$ cat src/common/mem_macros.svh
`ifndef MEM_MACROS_SVH
`define MEM_MACROS_SVH

// widths of the memory stage
`define MEM_ADDR_W      32      // byte address
`define MEM_WORD_W      32      // data word
`define MEM_TAG_W       20      // addr[31:12]
`define MEM_INDEX_W     8       // addr[11:4], 256 sets
`define MEM_OFF_W       2       // addr[3:2], word in line
`define MEM_LINE_W      128     // four words per line
`define MEM_REG_ADDR_W  5       // gpr address

// memory op encodings
`define MEM_OP_NOP      2'b00   // no access
`define MEM_OP_LOAD     2'b01   // full word load
`define MEM_OP_STORE    2'b10   // full word store

`endif
$ cat src/common/mem_pkg.sv
`default_nettype none

`include "mem_macros.svh"

package mem_pkg;

    typedef enum logic [1:0] {
        op_nop   = `MEM_OP_NOP,
        op_load  = `MEM_OP_LOAD,
        op_store = `MEM_OP_STORE
    } mem_op_e;

    // ex/mem pipeline register
    typedef struct packed {
        logic                        en;        // slot valid
        mem_op_e                     op;
        logic [`MEM_WORD_W-1:0]      wr_data;   // store data
        logic [`MEM_ADDR_W-1:0]      ex_out;    // alu result, also the address
        logic [`MEM_REG_ADDR_W-1:0]  dst_addr;
        logic                        gpr_we;    // active high
    } ex_mem_t;

    // decoded access into the cache
    typedef struct packed {
        logic                        access;    // aligned load or store
        logic                        write;     // store
        logic [`MEM_TAG_W-1:0]       tag;
        logic [`MEM_INDEX_W-1:0]     index;
        logic [`MEM_OFF_W-1:0]       offset;    // word in line
        logic [`MEM_WORD_W-1:0]      wr_data;
    } cache_req_t;

    // mem/wb pipeline register
    typedef struct packed {
        logic                        en;
        logic [`MEM_REG_ADDR_W-1:0]  dst_addr;
        logic                        gpr_we;
        logic [`MEM_WORD_W-1:0]      out;       // load data or alu result
        logic                        miss_align;
    } mem_wb_t;

    // line request toward l2
    typedef struct packed {
        logic                        drq;       // held until l2_rdy
        logic                        rw;        // 1 = writeback
        logic [`MEM_ADDR_W-1:0]      addr;      // line aligned
        logic [`MEM_LINE_W-1:0]      wr_line;
    } l2_req_t;

    // one way as read from storage
    typedef struct packed {
        logic                        valid;
        logic                        dirty;
        logic [`MEM_TAG_W-1:0]       tag;
        logic [`MEM_LINE_W-1:0]      line;
    } way_rd_t;

    // one write into storage
    typedef struct packed {
        logic                        way;       // target way
        logic [`MEM_TAG_W-1:0]       tag;
        logic [`MEM_LINE_W-1:0]      line;
        logic                        dirty;
        logic                        valid;     // 0 invalidates the whole set
    } way_wr_t;

endpackage

`default_nettype wire

$ cat src/rtl/mem_reg.sv
`timescale 1ns/1ps
`default_nettype none

`include "mem_macros.svh"

module mem_reg (
    input  logic                    clk,
    input  logic                    rst_n,
    input  logic                    stall,       // back-pressure, hold
    input  logic                    flush,       // kill the slot
    input  logic                    bubble,      // cache miss in progress
    input  mem_pkg::ex_mem_t        ex,
    input  logic [`MEM_WORD_W-1:0]  out,         // load data or alu result
    input  logic                    miss_align,
    output mem_pkg::mem_wb_t        mem
);

    always_ff @(posedge clk) begin
        if (!rst_n) begin
            mem.en         <= 1'b0;
            mem.gpr_we     <= 1'b0;
            mem.miss_align <= 1'b0;
        end else if (stall) begin
            mem <= mem;                              // hold, stall wins over flush
        end else if (flush || bubble) begin
            mem.en         <= 1'b0;                  // empty slot
            mem.gpr_we     <= 1'b0;
            mem.miss_align <= 1'b0;
        end else begin
            mem.en         <= ex.en;
            mem.dst_addr   <= ex.dst_addr;
            mem.gpr_we     <= ex.gpr_we && !miss_align;  // no write on misalign
            mem.out        <= out;
            mem.miss_align <= miss_align;
        end
    end

endmodule

`default_nettype wire

$ cat config.mk
export PLATFORM = sky130hd
export DESIGN_NAME = mem_reg
export DESIGN_NICKNAME = d
export VERILOG_FILES = /design/src/common/mem_pkg.sv /design/src/rtl/mem_reg.sv
export VERILOG_INCLUDE_DIRS = /design/src /design/src/common
export SDC_FILE = /design/constraint.sdc
export NUM_CORES = 1
export LEC_CHECK = 0
export ABC_AREA = 0
export ABC_CLOCK_PERIOD_IN_PS = 4690
export BUFFER_PORTS_ARGS = -buffer_cell sky130_fd_sc_hd__buf_2
export CAP_MARGIN = 20
export CORE_MARGIN = 3
export CORE_UTILIZATION = 34
export DETAILED_ROUTE_END_ITERATION = 8
export PLACE_DENSITY = 0.84
export SYNTH_ARGS = -nofsm -noshare
export SYNTH_HDL_FRONTEND = slang
export SYNTH_SLANG_ARGS = --single-unit
$ cat constraint.sdc
create_clock -name clk -period 4.69 [get_ports clk]
set_input_delay 0.469 -clock clk [delete_from_list [all_inputs] [get_ports clk]]
set_output_delay 0.469 -clock clk [all_outputs]
set_load 0.01 [all_outputs]
# Word-level counts from Yosys, hierarchy flattened
# Index checks and enable logic that the tools add are counted.
[word_totals]
register_bits = 40
in_bits = 111
out_inout_bits = 40
wordCells = 14
[op_classes]
n_mux = 3
n_bitwise = 2
n_reduce_logical = 4
[ops]
columns = ["op", "count"]
rows = [
  ["1-bit two-way mux", 3],
  ["3-bit AND reduction", 1],
  ["1-bit NOT", 2],
  ["1-bit logical AND", 1],
  ["1-bit zero test", 1],
  ["1-bit logical OR", 1],
]

# Longest topological paths before layout
[logic_depth]
ltp_word = 3
ltp_mapped = 2
ltp_nobuf = 2

# Worst setup path before layout
# No wires, ideal clock.
[synth_timing]
kind = "input to register"
start = "input stall"
end = "register mem[10] in the netlist's numbering (enable)"
setup_ps = 416
arrival_time_ps = 1850
required_time_ps = 4274
path_slack_ps = 2424
path_stages = 1
path_buffers = 0
cell_sequence = "nor4b_4"
[synth_between]
elab_chain_len = 2
[synth_lines]
columns = ["item", "line", "source"]
rows = [
  ["start, declared", "mem_reg.sv:9", "input logic stall,"],
  ["1-bit NOT (no line)", "-", ""],
  ["3-bit AND reduction (no line)", "-", ""],
  ["end signal, assigned", "mem_reg.sv:24", "mem <= mem;"],
  ["end, declared", "mem_reg.sv:15", "output mem_pkg::mem_wb_t mem"],
]
# Every way passes these cells.
# A chain may end at the register's enable or synchronous reset.

# Final worst setup path
[layout_timing]
start = "input stall"
end = "register mem[31] in the netlist's numbering (enable)"
# Same word-level chain as after synthesis.

==> flow_summary.ini <==
[yosys]
yosysSeqAreaShare_pct = 95.12
synthTopCellsByArea = edfxtp_1, dfxtp_1, a32o_1, nor4b_4, nor2b_1
synth_fp_nets = 156
synth_area_per_cell_um2 = 27.36
syn_inst = 45
synth-warning-count = 0
ys_types = 5
yosys.area.top_type_share_pct = 90.24
synth_seq_cells = 40
syn-cell-area_mm2 = 0.001231
synth_area_leader_cell = edfxtp_1

[drt]
routed_wl_mm = 2.492
route.detailed.drc = 0
detail_route.vias_per_cell = 4.157
vias = 769
wl_per_cell_um = 13.47
drtIter0Drc = 16
first_pass_iters = 3
postRouteAntennaNets = 0

[grt]
grt_pass1_wl_mm = 3.498
grt_max_degree = 22
grt_pass1_vias = 786
grt_antenna_before_repair = 0
grt-ovfl-total = 0
grt_usage_pct = 11.52

[cells_and_area]
drive_gt1_share_pct = 67.63
n_antenna_cell = 0
fin_util_pct = 52.82
area_growth_syn_to_layout_pct = 46.54
nets = 249
largest_reg_flops = 40

[flow_run]
maxCapViolCount = 0

[worst_setup_path]
reg2reg_slack_ns = 4.04
max_stage_delay_ns = 0.39
cp_top_family = buffers and inverters
timing.rr.start = mem[33]$_SDFFE_PN0N_
worstPathArrival_ns = 1.54
crit_buf_inv = 3
cp_slowest_cell = nor4b_4
path_max_fanout = 21
reg2reg_to = mem[33]$_SDFFE_PN0N_
startpoint = stall
path_class = in2reg
start_kind = input port
path_cells = buf_2, nor4b_4, buf_6, buf_4
required_ns = 4.72
reg2regPathDepth = 1
crit_path_end_kind = flip-flop

[sta]
finalWorstPathRequiredPeriod_ns = 1.512
drv_slew = 0
finalSetupViolCount = 0
hold_viol_final = 0
rsz0062_at_grt = false
final.setup.tns_ns = 0
hold-worst-slack_ns = 0.2964
clock_skew_ns = 0
slew_headroom_pct = 77.54
timing.fmax_mhz = 661.5
worst_slew_pin_slew_ns = 0.3355
fin_crit_sh_pct = 32.23

[hold_path]
hp-start = out[27]
holdPathEnd = mem[28]$_DFFE_PP_
hp-class = in2reg
whs_path_depth = 1

[floorplan]
fp.dieW_um = 66.18
start_util_pct = 36.04
fp.coreArea_mm2 = 0.003416
ios = 151
fp-row-count = 21
die_h_um = 66.18
dieArea_mm2 = 0.004379

[power_and_ir_drop]
power.leakage_nw = 0.7649
finalPower_w = 0.0006550
vdd_drop_max_mv = 0.1566
power_density_mw_per_mm2 = 363.0

[status]
status = complete, no violations

[clocking]
clock-sinks = 40
cts_tree = yes
root_buffer = clkbuf_4
cts.htree.levels = 2
post_cts.repair.setup_buffers = 0
cts_buffers = 5
clk_latency_ns = 0.34
holdBufCountCts = 0
clk_path_buf_depth = 2
ctsResizeCount = 0
path_clk_slew_ns = 0.11

[place]
port_buffers = 84
place.gp.congestion = 0.6639
dpl.hpwl_mm = 2.028
-- routing by layer --
metal  wire, µm  global-route usage [%]  part of all wire, %
met5          0                       0                    0
met4         39                   5.330                  1.6
met3        479                   8.163                   19
met2       1069                   16.60                   43
met1        904                   12.80                   36
-- synth_stat cells --
library cell / instances
edfxtp_1: 37
a32o_1: 3
dfxtp_1: 3
nor2b_1: 1
nor4b_4: 1
-- worst max-delay path by stage --
| stage | slack, ns | end | depth (start not counted) |
|---|---|---|---|
| after CTS | 2.67 | mem[15]$_DFFE_PP_ | 3 |
| after global placement | 2.36 | mem[19]$_DFFE_PP_ | 3 |
| after floorplan | 2.42 | mem[10]$_DFFE_PP_ | 1 |
| after global routing | 3.11 | mem[3]$_DFFE_PP_ | 4 |
| after detailed placement | 2.29 | mem[19]$_DFFE_PP_ | 3 |
| final | 3.18 | mem[31]$_DFFE_PP_ | 4 |
-- kinds of logic (layout without fill, tap and decap cells) --
family                 after synthesis  after routing  share of synthesized area, %
and+or+nand+nor                      2              2                         2.439
AOI/OAI and AO/OA                    3              3                         2.439
DFF                                 40             40                         95.12
buffers and inverters                0             94                             0
-- cell type report --
cell class              instances  area, µm²
flip-flops and latches         40       1171
clock buffers                   6      41.29
fillers                       314       1612
repair buffers                 86      439.2
well taps                      46      57.56
multi-input cells               5      60.06
clock inverters                 2      35.03
-- report_power, final --
| part | switching, W | total, W | internal, W |
|---|---|---|---|
| logic | 0.0000189 | 0.0000400 | 0.0000211 |
| registers | 0.00000225 | 0.000403 | 0.000401 |
| clock network | 0.000100 | 0.000212 | 0.000112 |
| total | 0.000122 | 0.000655 | 0.000533 |
-- layout by cell type, fill, tap and decap left out, drive strengths merged --
cell type  Yosys  layout
nor2b          1       1
dfxtp          3       3
edfxtp        37      37
buf            0      86
a32o           3       3
bufinv         0       1
clkbuf         0       6
clkinv         0       1
nor4b          1       1
-- metrics by stage --
stage          setup WS, ns  instances  area [µm²]
2_1_floorplan         2.424         45        1231
3_3_place_gp          2.364        176        1717
3_5_place_dp          2.294        176        1717
4_1_cts               2.670        184        1793
5_1_grt               3.113        185        1804
6_report              3.178        185        1804
No activity file was read; power rests on OpenSTA's default activity.
