## config.mk

```make
export PLATFORM = sky130hd
export DESIGN_NAME = dcache_ctrl
export DESIGN_NICKNAME = d
export VERILOG_FILES = /design/src/common/mem_pkg.sv /design/src/dcache/dcache_ctrl.sv
export VERILOG_INCLUDE_DIRS = /design/src /design/src/common
export SDC_FILE = /design/constraint.sdc
export NUM_CORES = 1
export LEC_CHECK = 0
export BUFFER_PORTS_ARGS = -buffer_cell sky130_fd_sc_hd__buf_2
export CAP_MARGIN = 20
export CORE_AREA = 10 10 321 323
export DETAILED_ROUTE_END_ITERATION = 10
export DIE_AREA = 0 0 331 333
export MAX_ROUTING_LAYER = met4
export SLEW_MARGIN = 0
export SYNTH_ARGS = -nofsm -noshare
export SYNTH_HDL_FRONTEND = slang
export SYNTH_SLANG_ARGS = --single-unit
```

## constraint.sdc

```tcl
create_clock -name clk -period 20.3 [get_ports clk]
set_clock_uncertainty 0.2 [all_clocks]
set_input_delay 2.03 -clock clk [delete_from_list [all_inputs] [get_ports clk]]
set_output_delay 2.03 -clock clk [all_outputs]
set_load 0.03 [all_outputs]
```

## src/common/mem_macros.svh

```systemverilog
`ifndef MEM_MACROS_SVH
`define MEM_MACROS_SVH

// widths of the memory stage
`define MEM_ADDR_W      32      // byte address
`define MEM_WORD_W      32      // data word
`define MEM_TAG_W       20      // addr[31:12]
`define MEM_INDEX_W     8       // addr[11:4], 256 sets
`define MEM_OFF_W       2       // addr[3:2], word in line
`define MEM_LINE_W      128     // four words per line
`define MEM_REG_ADDR_W  5       // gpr address

// memory op encodings
`define MEM_OP_NOP      2'b00   // no access
`define MEM_OP_LOAD     2'b01   // full word load
`define MEM_OP_STORE    2'b10   // full word store

`endif
```

## src/common/mem_pkg.sv

```systemverilog
`default_nettype none

`include "mem_macros.svh"

package mem_pkg;

    typedef enum logic [1:0] {
        op_nop   = `MEM_OP_NOP,
        op_load  = `MEM_OP_LOAD,
        op_store = `MEM_OP_STORE
    } mem_op_e;

    // ex/mem pipeline register
    typedef struct packed {
        logic                        en;        // slot valid
        mem_op_e                     op;
        logic [`MEM_WORD_W-1:0]      wr_data;   // store data
        logic [`MEM_ADDR_W-1:0]      ex_out;    // alu result, also the address
        logic [`MEM_REG_ADDR_W-1:0]  dst_addr;
        logic                        gpr_we;    // active high
    } ex_mem_t;

    // decoded access into the cache
    typedef struct packed {
        logic                        access;    // aligned load or store
        logic                        write;     // store
        logic [`MEM_TAG_W-1:0]       tag;
        logic [`MEM_INDEX_W-1:0]     index;
        logic [`MEM_OFF_W-1:0]       offset;    // word in line
        logic [`MEM_WORD_W-1:0]      wr_data;
    } cache_req_t;

    // mem/wb pipeline register
    typedef struct packed {
        logic                        en;
        logic [`MEM_REG_ADDR_W-1:0]  dst_addr;
        logic                        gpr_we;
        logic [`MEM_WORD_W-1:0]      out;       // load data or alu result
        logic                        miss_align;
    } mem_wb_t;

    // line request toward l2
    typedef struct packed {
        logic                        drq;       // held until l2_rdy
        logic                        rw;        // 1 = writeback
        logic [`MEM_ADDR_W-1:0]      addr;      // line aligned
        logic [`MEM_LINE_W-1:0]      wr_line;
    } l2_req_t;

    // one way as read from storage
    typedef struct packed {
        logic                        valid;
        logic                        dirty;
        logic [`MEM_TAG_W-1:0]       tag;
        logic [`MEM_LINE_W-1:0]      line;
    } way_rd_t;

    // one write into storage
    typedef struct packed {
        logic                        way;       // target way
        logic [`MEM_TAG_W-1:0]       tag;
        logic [`MEM_LINE_W-1:0]      line;
        logic                        dirty;
        logic                        valid;     // 0 invalidates the whole set
    } way_wr_t;

endpackage

`default_nettype wire

```

## src/dcache/dcache_ctrl.sv

```systemverilog
`timescale 1ns/1ps
`default_nettype none

`include "mem_macros.svh"

module dcache_ctrl (
    input  logic                     clk,
    input  logic                     rst_n,
    input  mem_pkg::cache_req_t      req,         // decoded access, held during a miss
    output logic [`MEM_WORD_W-1:0]   rd_word,     // hit word
    output logic                     miss_stall,  // pipeline stall
    output logic [`MEM_INDEX_W-1:0]  index,       // set to storage
    input  mem_pkg::way_rd_t         way0,
    input  mem_pkg::way_rd_t         way1,
    input  logic                     lru,         // way to replace next
    output mem_pkg::way_wr_t         wr,
    output logic                     wr_en,
    output logic                     lru_we,
    output logic                     lru_val,
    output mem_pkg::l2_req_t         l2_req,
    input  logic                     l2_rdy,      // one cycle pulse
    input  logic [`MEM_LINE_W-1:0]   l2_rd_line   // valid with l2_rdy
);
    import mem_pkg::*;

    localparam int low_w = `MEM_OFF_W + 2;                   // zero bits of a line address

    typedef enum logic [2:0] {
        st_init,                                             // clearing valid and lru bits
        st_idle,                                             // lookup
        st_wb,                                               // dirty victim to l2
        st_refill,                                           // line read from l2
        st_fill                                              // write refilled line
    } state_e;

    state_e                     state;
    logic [`MEM_INDEX_W-1:0]    init_cnt;                    // walk over all sets
    logic                       hit0;
    logic                       hit1;
    logic                       hit;
    logic                       miss;
    logic                       wb_needed;
    way_rd_t                    victim;
    logic [`MEM_LINE_W-1:0]     hit_line;
    logic [`MEM_LINE_W-1:0]     merged_line;
    logic [`MEM_LINE_W-1:0]     fill_line;                   // captured refill data
    logic [`MEM_ADDR_W-1:0]     miss_addr;
    logic [`MEM_ADDR_W-1:0]     vic_addr;
    logic                       drq_q;
    logic                       rw_q;
    logic [`MEM_ADDR_W-1:0]     addr_q;
    logic [`MEM_LINE_W-1:0]     wr_line_q;

    assign hit0 = way0.valid && (way0.tag == req.tag);
    assign hit1 = way1.valid && (way1.tag == req.tag);
    assign hit  = (state == st_idle) && req.access && (hit0 || hit1);
    assign miss = (state == st_idle) && req.access && !(hit0 || hit1);

    assign victim    = lru ? way1 : way0;                    // lru names the victim
    assign wb_needed = victim.valid && victim.dirty;
    assign miss_addr = {req.tag, req.index, {low_w{1'b0}}};
    assign vic_addr  = {victim.tag, req.index, {low_w{1'b0}}};

    assign hit_line = hit1 ? way1.line : way0.line;
    assign rd_word  = hit_line[req.offset*`MEM_WORD_W +: `MEM_WORD_W];

    always_comb begin
        merged_line = hit_line;
        merged_line[req.offset*`MEM_WORD_W +: `MEM_WORD_W] = req.wr_data;  // store merge
    end

    // high through the init walk and for any access not hitting in idle
    assign miss_stall = (state == st_init) || (req.access && !hit);

    assign index = (state == st_init) ? init_cnt : req.index;

    always_comb begin
        wr      = '{way: hit1, tag: req.tag, line: merged_line, dirty: 1'b1, valid: 1'b1};
        wr_en   = 1'b0;
        lru_we  = 1'b0;
        lru_val = ~hit1;                                     // point away from the hit way
        case (state)
            st_init: begin
                wr      = '0;                                // valid 0 clears both ways
                wr_en   = 1'b1;
                lru_we  = 1'b1;
                lru_val = 1'b0;
            end
            st_idle: begin
                wr_en  = hit && req.write;                   // store hit sets dirty
                lru_we = hit;
            end
            st_fill: begin
                wr      = '{way: lru, tag: req.tag, line: fill_line, dirty: 1'b0, valid: 1'b1};
                wr_en   = 1'b1;
                lru_we  = 1'b1;
                lru_val = ~lru;
            end
            default: ;
        endcase
    end

    always_ff @(posedge clk) begin
        if (!rst_n) begin
            state    <= st_init;
            init_cnt <= '0;
            drq_q    <= 1'b0;
        end else begin
            case (state)
                st_init: begin
                    init_cnt <= init_cnt + 1'b1;
                    if (&init_cnt) state <= st_idle;         // last set cleared
                end
                st_idle: begin
                    if (miss) begin
                        drq_q <= 1'b1;
                        state <= wb_needed ? st_wb : st_refill;
                    end
                end
                st_wb: begin
                    if (l2_rdy) begin
                        drq_q <= 1'b0;                       // one low cycle before refill
                        state <= st_refill;
                    end
                end
                st_refill: begin
                    if (!drq_q) begin
                        drq_q <= 1'b1;                       // refill after writeback
                    end else if (l2_rdy) begin
                        drq_q <= 1'b0;
                        state <= st_fill;
                    end
                end
                st_fill: state <= st_idle;                   // next lookup hits
                default: state <= st_idle;
            endcase
        end
    end

    always_ff @(posedge clk) begin
        if (miss) begin
            rw_q      <= wb_needed;
            addr_q    <= wb_needed ? vic_addr : miss_addr;
            wr_line_q <= victim.line;
        end else if ((state == st_refill) && !drq_q) begin
            rw_q   <= 1'b0;
            addr_q <= miss_addr;
        end
        if ((state == st_refill) && l2_rdy) fill_line <= l2_rd_line;
    end

    assign l2_req = '{drq: drq_q, rw: rw_q, addr: addr_q, wr_line: wr_line_q};

    // request fields hold until the ready pulse, and drop right after it
    a_drq_hold: assert property (@(posedge clk) disable iff (!rst_n)
        l2_req.drq && !l2_rdy |=> l2_req.drq && $stable(l2_req.addr)
                                  && $stable(l2_req.rw) && $stable(l2_req.wr_line));

    a_rdy_drq: assert property (@(posedge clk) disable iff (!rst_n)
        l2_rdy |-> l2_req.drq ##1 !l2_req.drq);

endmodule

`default_nettype wire

```

* Word level (Yosys, flattened, before mapping)
Cells that the tools add are included.
** Word-level totals
- Bits in registers :: 301
- Bits of input ports :: 496
- Output and inout port bits :: 357
- Logic and storage cells :: 72
** Operators by class
- $add $sub $neg :: 2
- Eq/ne operators :: 11
- Shifts and indexed selects :: 3
- Multiplexer cells :: 25
- Bitwise operators :: 2
- Reductions and logical operators :: 22
** Operators by type and width (count)
- $pmux 151 s2 :: 1
- $mux 150 :: 1
- $bwmux 128 :: 1
- $mux 128 :: 1
- $shift 32x34->128 const A :: 1
- $shiftx 128x8->32 :: 1
- $shiftx 32x34->128 :: 1
- $mux 32 :: 3
- $eq 20x20->1 :: 2
- $neg 7->34 :: 1
- $mux 3 :: 5
- $pmux 3 s4 :: 1
- $logic_and 1x1->1 :: 10
- $add 8x1->8 const B :: 1
- $mux 8 :: 1
- $ne 2x2->1 const B :: 4
- $reduce_and 8->1 :: 1
- $mux 1 :: 7
- $eq 3x2->1 const B :: 2
- $pmux 1 s2 :: 3
- $reduce_and 5->1 :: 1
- $eq 3x1->1 const B :: 1
- $eq 3x3->1 const B :: 1
- $logic_not 1->1 :: 3
- 9 further kinds :: 11

* Logic depth before layout (Yosys ltp)
Gate-level depths: netlist of run 1.
- Depth after elaboration :: 7
- Gate-level depth with buffers :: 9
- Mapped depth without buffers :: 7

* Worst setup path after synthesis of run 1
Ideal clock, no wire load.
- Path type :: input to register
- From :: in l2_rdy
- To :: reg state[2]
- Setup time :: 89 ps
- Arrival :: 7970 ps
- Data required time :: 20011 ps
- Setup slack :: 12041 ps
- Cell stages on the path :: 3
- Path buffers :: 0
- Cell sequence :: nand2_1 > nor2_1 > and3_1
** On the way
- Longest elaborated chain between the ends :: 2
- Elaborated cells on any way between the ends :: 3
- Those cells by class :: eq/ne: 2; reduce/logical: 1
** Ends and longest elaborated chain
- start: declaration :: RTL line dcache_ctrl.sv:21 : input logic l2_rdy,
- $ne 2x2->1 (no line)
- $reduce_and 5->1 (no line) (*)
- end signal: assignment :: RTL line dcache_ctrl.sv:105 : state <= st_init;
- end signal: assignment :: RTL line dcache_ctrl.sv:112 : if (&init_cnt) state <= st_idle;
- end signal: assignment :: RTL line dcache_ctrl.sv:117 : state <= wb_needed ? st_wb : st_refill;
- end: declaration :: RTL line dcache_ctrl.sv:36 : state_e state;
Mark *: on every way between the ends. The rest lies on a longest branch, timed or not.
A chain may end at the register's enable or synchronous reset.

==> summary.md, run 1 <==
| Metric | Value |
|---|---|
| Synth top cells by count | `edfxtp_1, mux2i_1, nand3_1` |
| Hold WS | `0.314 ns` |
| Final Setup Violations | `0` |
| Placed cell area | `23300 sq um` |
| Most frequent cell after synthesis | `edfxtp_1` |
| Die area | `110000 sq um` |
| Finished Layout Cells | `3514` |
| Fraction of layout cells with a size suffix above 1 | `50.4%` |
| Post-synth EDFFs | `285` |
| Vias/cell | `4.76` |
| Final Core Density | `25.6%` |
| Core ar. | `96300 sq um` |
| # IOs | `853` |
| Chip Width | `331 um` |
| Worst R2R End | `wr_line_q[60]$_DFFE_PN_` |
| Mean Syn Cell Area | `12.7 sq um` |
| Clock Latency Late Sink | `0.58 ns` |
| Initial Utilization | `18.5%` |
| WL per Instance | `31.3 um` |
| Ratio of final minimum period to clock period | `36.9%` |
| Critical path cell sequence | `buf_2, xnor2_1, nand4_1, nor4_1, nand4b_1, buf_4, buf_4, mux2i_1, o221ai_1, buf_2` |
| Crit Path Class | `in -> out` |
| Layout area overhead | `38.8%` |
| CTS HTree Levels | `2` |
| Setup crit end | `wr[43]` |
| R2R Setup Slk | `15.86 ns` |
| Worst hold path type | `reg -> reg` |
| Worst Tran Pin Value | `1.04 ns` |
| Fillers | `10284` |
| CTS sink cnt | `297` |
| Highest clock rate | `134 MHz` |
| Port Buffer Count | `848` |
| RSZ-0062 raised after global routing | `no` |
| All-Layer GR Usage | `19.4%` |
| Clock slew at reported path FFs | `0.06 ns` |
| PD cells | `65.7 nW/um^2` |
| Die H | `333 um` |
| CP endpoint kind | `output pin` |
| Slowest cell on crit path | `o221ai_1` |
| Status | `finished, final reports clean` |
| Placed insts | `3429` |
| Gate Count Post-Synth | `1399` |
| Root Buffer | `clkbuf_16` |
| Ys Warns | `0` |
| Cell Area, Synth | `17800 sq um` |
| Via count | `16723` |
| DR pass1 iterations | `6` |
| CP max stage delay | `0.46 ns` |
| TritonCTS clock tree | `yes` |
| Synth Flop Type | `edfxtp_1` |
| Max-slew violation count | `0` |
| Largest net degree at the start of global routing | `85` |
| R2r startpoint | `state[2]$_SDFFE_PN0P_` |
| Leakage power | `11.0 nW` |
| Vias in the first global route | `17621` |
| Post-cts gate resize count | `0` |
| Design area | `24700 sq um` |
| Iter 0 DRT Violations | `1295` |
| Remaining antenna violation count | `0` |
| Critical path peak fanout | `52` |
| Num CTS Buffers | `40` |
| Area leader, netlist | `edfxtp_1` |
| Setup TNS | `0 ns` |
| Seq/Total Area, Yosys | `49.5%` |
| DRC | `0` |
| Gpl congestion | `0.994` |
| Worst vdd ir | `0.0631 mV` |
| Ys async rst share | `0%` |
| Yosys top cell area share | `48.1%` |
| Final hold violation count | `0` |
| Synth unique cells | `39` |
| Rows | `114` |
| Min cycle time layout | `7.48 ns` |
| First-pass GRT wire length | `146000 um` |
| DPL Wire Length | `85000 um` |
| Final net count | `2697` |
| GRT overflow | `0` |
| Critical path startpoint | `req[43]` |
| Post-CTS Hold Fix Bufs | `0` |
| Setup Fix Bufs, Post-CTS | `0` |
| Slew headroom | `30.6%` |
| Critical Path RT | `18.07 ns` |
| Synth Register Bits | `297` |
| Initial antenna violation count | `25` |
| WP data arrival | `5.25 ns` |
| Clock Tree Buf Depth | `3` |
| DRT Wirelength | `110000 um` |
| Setup crit start kind | `input pin` |
| Max-capacitance violation count | `0` |
| Reg2reg path depth | `7` |
| Top cells by area, synth | `edfxtp_1, mux2i_1, mux2_2` |
## routing by layer
layer	track usage, %	part of all wire, %	vias up
met3	4.69	9.1	201
met4	6.85	3.9	0
li1	-	-	7179
met5	-	0	-
met2	30.6	46	1039
met1	24.0	41	8304
## registers in the layout, indices dropped and copies added (netlist names)
register / cells
wr_line_q: 128
fill_line: 128
drq_q: 1
state: 3
rw_q: 1
init_cnt: 8
addr_q: 28
## cell usage in the layout (no fill, tap or decap), types with 38 or more instances in the layout
cell type	count
xnor2_1	38
mux2i_1	276
clkbuf_16	41
inv_1	39
nand3_1	137
o221ai_1	128
buf_2	846
nand2_1	41
edfxtp_1	285
mux2_2	136
## cell type report
type	count	area, sq um	area share (%)
sequential	297	8800	35.7
multi-input combinational	935	8280	33.5
timing repair buffer	879	4500	18.3
tap	1276	1600	6.47
clock buffer	46	1040	4.23
clock inverter	28	259	1.05
inverter	42	164	0.664
antenna	11	27.5	0.112
## cell families after synthesis
group	after synthesis	share of synthesized area [%]
mux	444	28.2
flops	297	49.5
simple gates	251	7.25
compound gates	183	8.08
buf+inv	170	4.20
xor+xnor	47	2.32
fa+ha+maj	6	0.422
other cells	1	0.0211
## worst min path at each step
stage	startpoint	endpoint	slack, ns	depth (start not counted)
floorplan	init_cnt[1]$_SDFFE_PN0P_	init_cnt[1]$_SDFFE_PN0P_	0.27	2
global placement	init_cnt[1]$_SDFFE_PN0P_	init_cnt[1]$_SDFFE_PN0P_	0.30	2
detailed placement	init_cnt[1]$_SDFFE_PN0P_	init_cnt[1]$_SDFFE_PN0P_	0.31	2
CTS	init_cnt[1]$_SDFFE_PN0P_	init_cnt[1]$_SDFFE_PN0P_	0.32	2
global route	init_cnt[1]$_SDFFE_PN0P_	init_cnt[1]$_SDFFE_PN0P_	0.35	2
finish	init_cnt[1]$_SDFFE_PN0P_	init_cnt[1]$_SDFFE_PN0P_	0.31	2
## metrics by stage
step / setup WS, ns / total power, W
after floorplan: 12.04 / 0.000789
after global placement: 12.90 / 0.000902
after detailed placement: 12.85 / 0.000903
after CTS: 12.84 / 0.00164
after global routing: 12.67 / 0.00168
final: 12.82 / 0.00162
## where the power goes
part	internal, W	leakage, nW	switching (W)
sequential	0.000673	2.66	0.000000668
combinational	0.0000961	7.73	0.000122
clock	0.000422	0.630	0.000308
total	0.00119	11.0	0.000431
## worst max-delay path: cells and delay by family
| family | cells | cell delay [ns] |
|---|---|---|
| xor gates and xnor gates | 1 | 0.35 |
| and+or+nand+nor | 3 | 0.79 |
| buffers and inverters | 4 | 1.23 |
| AOI/OAI and AO/OA | 1 | 0.46 |
| muxes | 1 | 0.23 |
(Power assumes the default switching activity.)
==> run 2: changes to the inputs <==
- CORE_AREA: 10 10 321 323 -> 10 10 328 330
- DIE_AREA: 0 0 331 333 -> 0 0 338 340
- clock period: 20.3 -> 6.02 ns (I/O delays scaled with it)
==> summary.md, run 2 (synthesis results as in run 1) <==
| Metric | Value |
|---|---|
| FF/Latch Area | `8800 sq um` |
| Rows | `117` |
| Bufs and invs on worst path | `3` |
| Final Core Density | `25.9%` |
| Pre-CTS setup slack | `1.59 ns` |
| Chip Width | `338 um` |
| Critical path peak fanout | `28` |
| Critical path cell sequence | `nor2_4, clkinv_2, nand2b_2, buf_4, o221ai_1, buf_2` |
| CP max stage delay | `1.03 ns` |
| CTS HTree Levels | `2` |
| Leakage power | `11.6 nW` |
| Vias in the first global route | `18383` |
| Clock slew at reported path FFs | `0.05 ns` |
| Setup crit start kind | `flip-flop` |
| Final Setup Violations | `0` |
| DR pass1 iterations | `7` |
| WL per Instance | `29.6 um` |
| Clock Tree Buf Depth | `3` |
| Layout area overhead | `47.6%` |
| Final net count | `2831` |
| Placed cell area | `23500 sq um` |
| Post-cts gate resize count | `0` |
| Die area | `115000 sq um` |
| TritonCTS clock tree | `yes` |
| # IOs | `853` |
| Highest clock rate | `210 MHz` |
| Most frequent cells in the layout | `buf_2, edfxtp_1, mux2i_1` |
| Max-capacitance violation count | `0` |
| Worst hold path type | `in -> reg` |
| Reg2reg path depth | `6` |
| Design area | `26200 sq um` |
| Root Buffer | `clkbuf_16` |
| DPL Wire Length | `84800 um` |
| Die H | `340 um` |
| DRC | `0` |
| Status | `finished, final reports clean` |
| Slew headroom | `28.1%` |
| Worst vdd ir | `0.211 mV` |
| WP data arrival | `3.96 ns` |
| Hold WS | `0.0724 ns` |
| Via count | `17414` |
| Critical Path RT | `5.22 ns` |
| Final Worst Setup Slack | `1.26 ns` |
| Hold path startpoint | `l2_rd_line[122]` |
| Fillers | `10743` |
| Final hold violation count | `0` |
| All-Layer GR Usage | `18.7%` |
| Commonest non-fill, non-tap cell in the layout | `buf_2` |
| Ratio of final minimum period to clock period | `79.1%` |
| Slowest cell on crit path | `nand2b_2` |
| Num CTS Buffers | `42` |
| Iter 0 DRT Violations | `1604` |
| R2R Setup Slk | `2.41 ns` |
| Worst R2R End | `addr_q[31]$_DFFE_PP_` |
| Hold endpoint | `fill_line[122]$_DFFE_PP_` |
| R2r startpoint | `state[2]$_SDFFE_PN0P_` |
| Largest net degree at the start of global routing | `131` |
| Clock Latency Late Sink | `0.60 ns` |
| Core ar. | `101000 sq um` |
| Initial Utilization | `17.6%` |
| CP endpoint kind | `output pin` |
| GRT overflow | `0` |
| Max-slew violation count | `0` |
| First-pass GRT wire length | `148000 um` |
| Fraction of layout cells with a size suffix above 1 | `47.4%` |
| Vias/cell | `4.66` |
| Initial antenna violation count | `18` |
| Port Buffer Count | `848` |
| Setup TNS | `0 ns` |
| Gpl congestion | `0.987` |
| RSZ-0062 raised after global routing | `no` |
| Remaining antenna violation count | `0` |
| Largest registers | `fill_line x128, wr_line_q x128, addr_q x28` |
| CTS sink cnt | `297` |
| PD cells | `216 nW/um^2` |
| DRT Wirelength | `111000 um` |
| Worst Tran Pin Value | `1.08 ns` |
| Min cycle time layout | `4.76 ns` |
| Hold Path Cell Cnt | `1` |
| Delay-heaviest family, CP | `buffers and inverters` |
| Crit Path Class | `reg -> out` |
| Area of the multi-input gates | `8290 sq um` |
==> run 2: worst max path at each step <==
stage / startpoint / to / slack [ns] / depth (start not counted)
CTS: state[1]$_SDFFE_PN0P_ / wr[81] / 1.12 / 6
finish: state[1]$_SDFFE_PN0P_ / wr[81] / 1.26 / 6
floorplan: way1[143] / wr_line_q[0]$_DFFE_PN_ / 1.31 / 6
global route: state[1]$_SDFFE_PN0P_ / wr[81] / 1.05 / 6
global placement: req[44] / wr[60] / 1.49 / 9
detailed placement: req[44] / wr[60] / 1.59 / 9
==> run 2: power breakdown <==
part / switching, W / internal, W / total (W)
registers: 0.00000266 / 0.00227 / 0.00227
logic: 0.000445 / 0.000383 / 0.000828
clock network: 0.00107 / 0.00150 / 0.00257
total: 0.00152 / 0.00415 / 0.00567
==> run 2: cell type report <==
type                       instances  share of cell area, %
antenna                            8                 0.0763
clock buffer                      48                   4.09
clock inverter                    28                   1.10
inverter                          42                  0.625
multi-input combinational        935                   31.6
sequential                       297                   33.6
tap                             1368                   6.53
timing repair buffer            1011                   22.4
==> run 2: worst reg2reg max path, delay by kind of cell (launching register included) <==
kind	cells	cell delay, ns
AO/OA/AOI/OAI	3	1.20
flip-flops	1	0.53
buffers and inverters	1	0.45
AND/OR/NAND/NOR	2	0.92
==> run 2: routing by layer <==
metal  GRT usage, %  routed length [um]  up-vias
li1               -                   -     7440
met1           23.4               46300     8717
met2           28.5               49900     1063
met3           5.02               10200      194
met4           7.15                4300        0
met5              -                   0        -
==> run 2: per-stage QoR <==
| stage | power [W] | instances |
|---|---|---|
| finish | 0.00567 | 3737 |
| global route | 0.00586 | 3736 |
| CTS | 0.00575 | 3729 |
| detailed placement | 0.00306 | 3520 |
| global placement | 0.00306 | 3520 |
| floorplan | 0.00266 | 1402 |
==> run 2: timing repair <==
| action | 4_1_cts | 5_1_grt |
|---|---|---|
| hold buffers | 133 | 0 |
| setup buffers | 0 | 0 |
| endpoints found under the hold margin | 133 | 0 |
==> run 3: changes to the inputs <==
- clock period: 6.02 -> 3.98 ns (I/O delays scaled with it)
==> summary.md, run 3 (synthesis results as in run 1) <==
| Metric | Value |
|---|---|
| Status | `finished, final reports clean` |
| Chip Width | `338 um` |
| Setup crit start kind | `flip-flop` |
| Ratio of final minimum period to clock period | `96.6%` |
| WL per Instance | `28.0 um` |
| Setup Fix Bufs, Post-CTS | `0` |
| Clock slew at reported path FFs | `0.06 ns` |
| Gpl congestion | `1.04` |
| Initial antenna violation count | `21` |
| Final Setup Violations | `0` |
| Critical path startpoint | `state[1]$_SDFFE_PN0P_` |
| Worst R2R End | `addr_q[27]$_DFFE_PP_` |
| Final net count | `3105` |
| Design area | `29000 sq um` |
| Num CTS Buffers | `40` |
| Critical path peak fanout | `19` |
| Critical Path RT | `3.38 ns` |
| First-pass GRT wire length | `152000 um` |
| Delay-heaviest family, CP | `buffers and inverters` |
| # IOs | `853` |
| Largest net degree at the start of global routing | `131` |
| Hold path startpoint | `way1[61]` |
| Bufs and invs on worst path | `3` |
| CP max stage delay | `0.58 ns` |
| Worst hold path type | `in -> reg` |
| Worst Tran Pin Value | `0.915 ns` |
| Core ar. | `101000 sq um` |
| Root Buffer | `clkbuf_16` |
| GRT overflow | `0` |
| Initial Utilization | `17.6%` |
| Final hold violation count | `0` |
| Comb pwr share | `17.4%` |
| DRT Wirelength | `113000 um` |
| R2r startpoint | `state[0]$_SDFFE_PN0P_` |
| Crit Path Class | `reg -> out` |
| Vias in the first global route | `19694` |
| PD cells | `295 nW/um^2` |
| Max-slew violation count | `0` |
| TritonCTS clock tree | `yes` |
| Slowest cell on crit path | `o221ai_1` |
| Hold endpoint | `wr_line_q[61]$_DFFE_PN_` |
| CTS HTree Levels | `2` |
| Worst vdd ir | `0.337 mV` |
| CTS sink cnt | `297` |
| Remaining antenna violation count | `0` |
| Fillers | `10457` |
| Critical path cell sequence | `nor2_4, clkinv_2, buf_4, nand2_1, o221ai_1, buf_2` |
| Max-capacitance violation count | `0` |
| Clock power share | `42.3%` |
| Hold Path Cell Cnt | `2` |
| Die H | `340 um` |
| WP data arrival | `3.25 ns` |
| Slew headroom | `39.0%` |
| R2R Setup Slk | `0.95 ns` |
| Vias/cell | `4.66` |
| Port Buffer Count | `848` |
| All-Layer GR Usage | `19.0%` |
| Die area | `115000 sq um` |
| Switch share | `26.4%` |
| Psw | `0.00226 W` |
| Sequential share of power | `40.2%` |
| Most frequent cells in the layout | `buf_2, dlygate4sd3_1, edfxtp_1` |
| Largest registers | `fill_line x128, wr_line_q x128, addr_q x28` |
| Layout area overhead | `63.0%` |
| CP endpoint kind | `output pin` |
| Rows | `117` |
| Setup TNS | `0 ns` |
| Design Power | `0.00855 W` |
| Hold WS | `0.0480 ns` |
| DRC | `0` |
| Clock Tree Buf Depth | `3` |
| Clock Latency Late Sink | `0.59 ns` |
| Commonest non-fill, non-tap cell in the layout | `buf_2` |
| Iter 0 DRT Violations | `1541` |
| RSZ-0062 raised after global routing | `no` |
| Reg2reg path depth | `6` |
| Leakage power | `12.8 nW` |
| Via count | `18702` |
| Final Core Density | `28.7%` |
| Fraction of layout cells with a size suffix above 1 | `44.0%` |
| Highest clock rate | `260 MHz` |
| Min cycle time layout | `3.84 ns` |
| DPL Wire Length | `86500 um` |
| Pint | `0.00629 W` |
| Placed cell area | `24000 sq um` |
| DR pass1 iterations | `5` |
-- run 3: final cells by class --
type	count	area [sq um]	share of cell area [%]
sequential	297	8800	30.4
timing repair buffer	1287	8730	30.1
multi-input combinational	935	8280	28.6
tap	1368	1710	5.91
clock buffer	49	1060	3.64
clock inverter	22	200	0.691
inverter	42	163	0.561
antenna	16	40.0	0.138
-- run 3: per-layer routing --
layer / wire length [um] / vias to the layer above / part of all wire, % / global-route usage [%]
li1: - / 8002 / - / -
met1: 45200 / 9286 / 40 / 22.8
met2: 51800 / 1175 / 46 / 29.8
met3: 10900 / 239 / 9.6 / 5.51
met4: 4780 / 0 / 4.2 / 7.59
met5: 0 / - / 0 / -
-- run 3: power by group through the flow --
stage / logic, W / registers (W) / clock network, W
after floorplan: 0.000522 / 0.00350 / 0
after global placement: 0.00111 / 0.00350 / 0
after detailed placement: 0.00112 / 0.00350 / 0
after CTS: 0.00146 / 0.00344 / 0.00373
after global routing: 0.00157 / 0.00344 / 0.00383
final: 0.00149 / 0.00344 / 0.00362
-- run 3: per-stage QoR --
stage,setup slack [ns],cells
after global routing,0.0580,4016
after CTS,0.0357,3999
after floorplan,0.0614,1402
after global placement,0.329,3559
final,0.136,4016
after detailed placement,0.380,3559
-- run 3: what timing repair did --
action | in CTS | in global routing
gates resized for setup | 0 | 1
hold buffers | 369 | 0
setup endpoints to repair | 0 | 1
endpoints found under the hold margin | 267 | 0
-- run 3: worst max path at each step --
stage                              to  slack (ns)  cells past startpoint
2_1_floorplan  wr_line_q[0]$_DFFE_PN_        0.06                      6
3_3_place_gp              rd_word[28]        0.33                     10
3_5_place_dp              rd_word[28]        0.38                     10
4_1_cts                       wr[127]        0.04                      6
5_1_grt                        wr[84]        0.06                      7
6_report                      wr[110]        0.14                      6
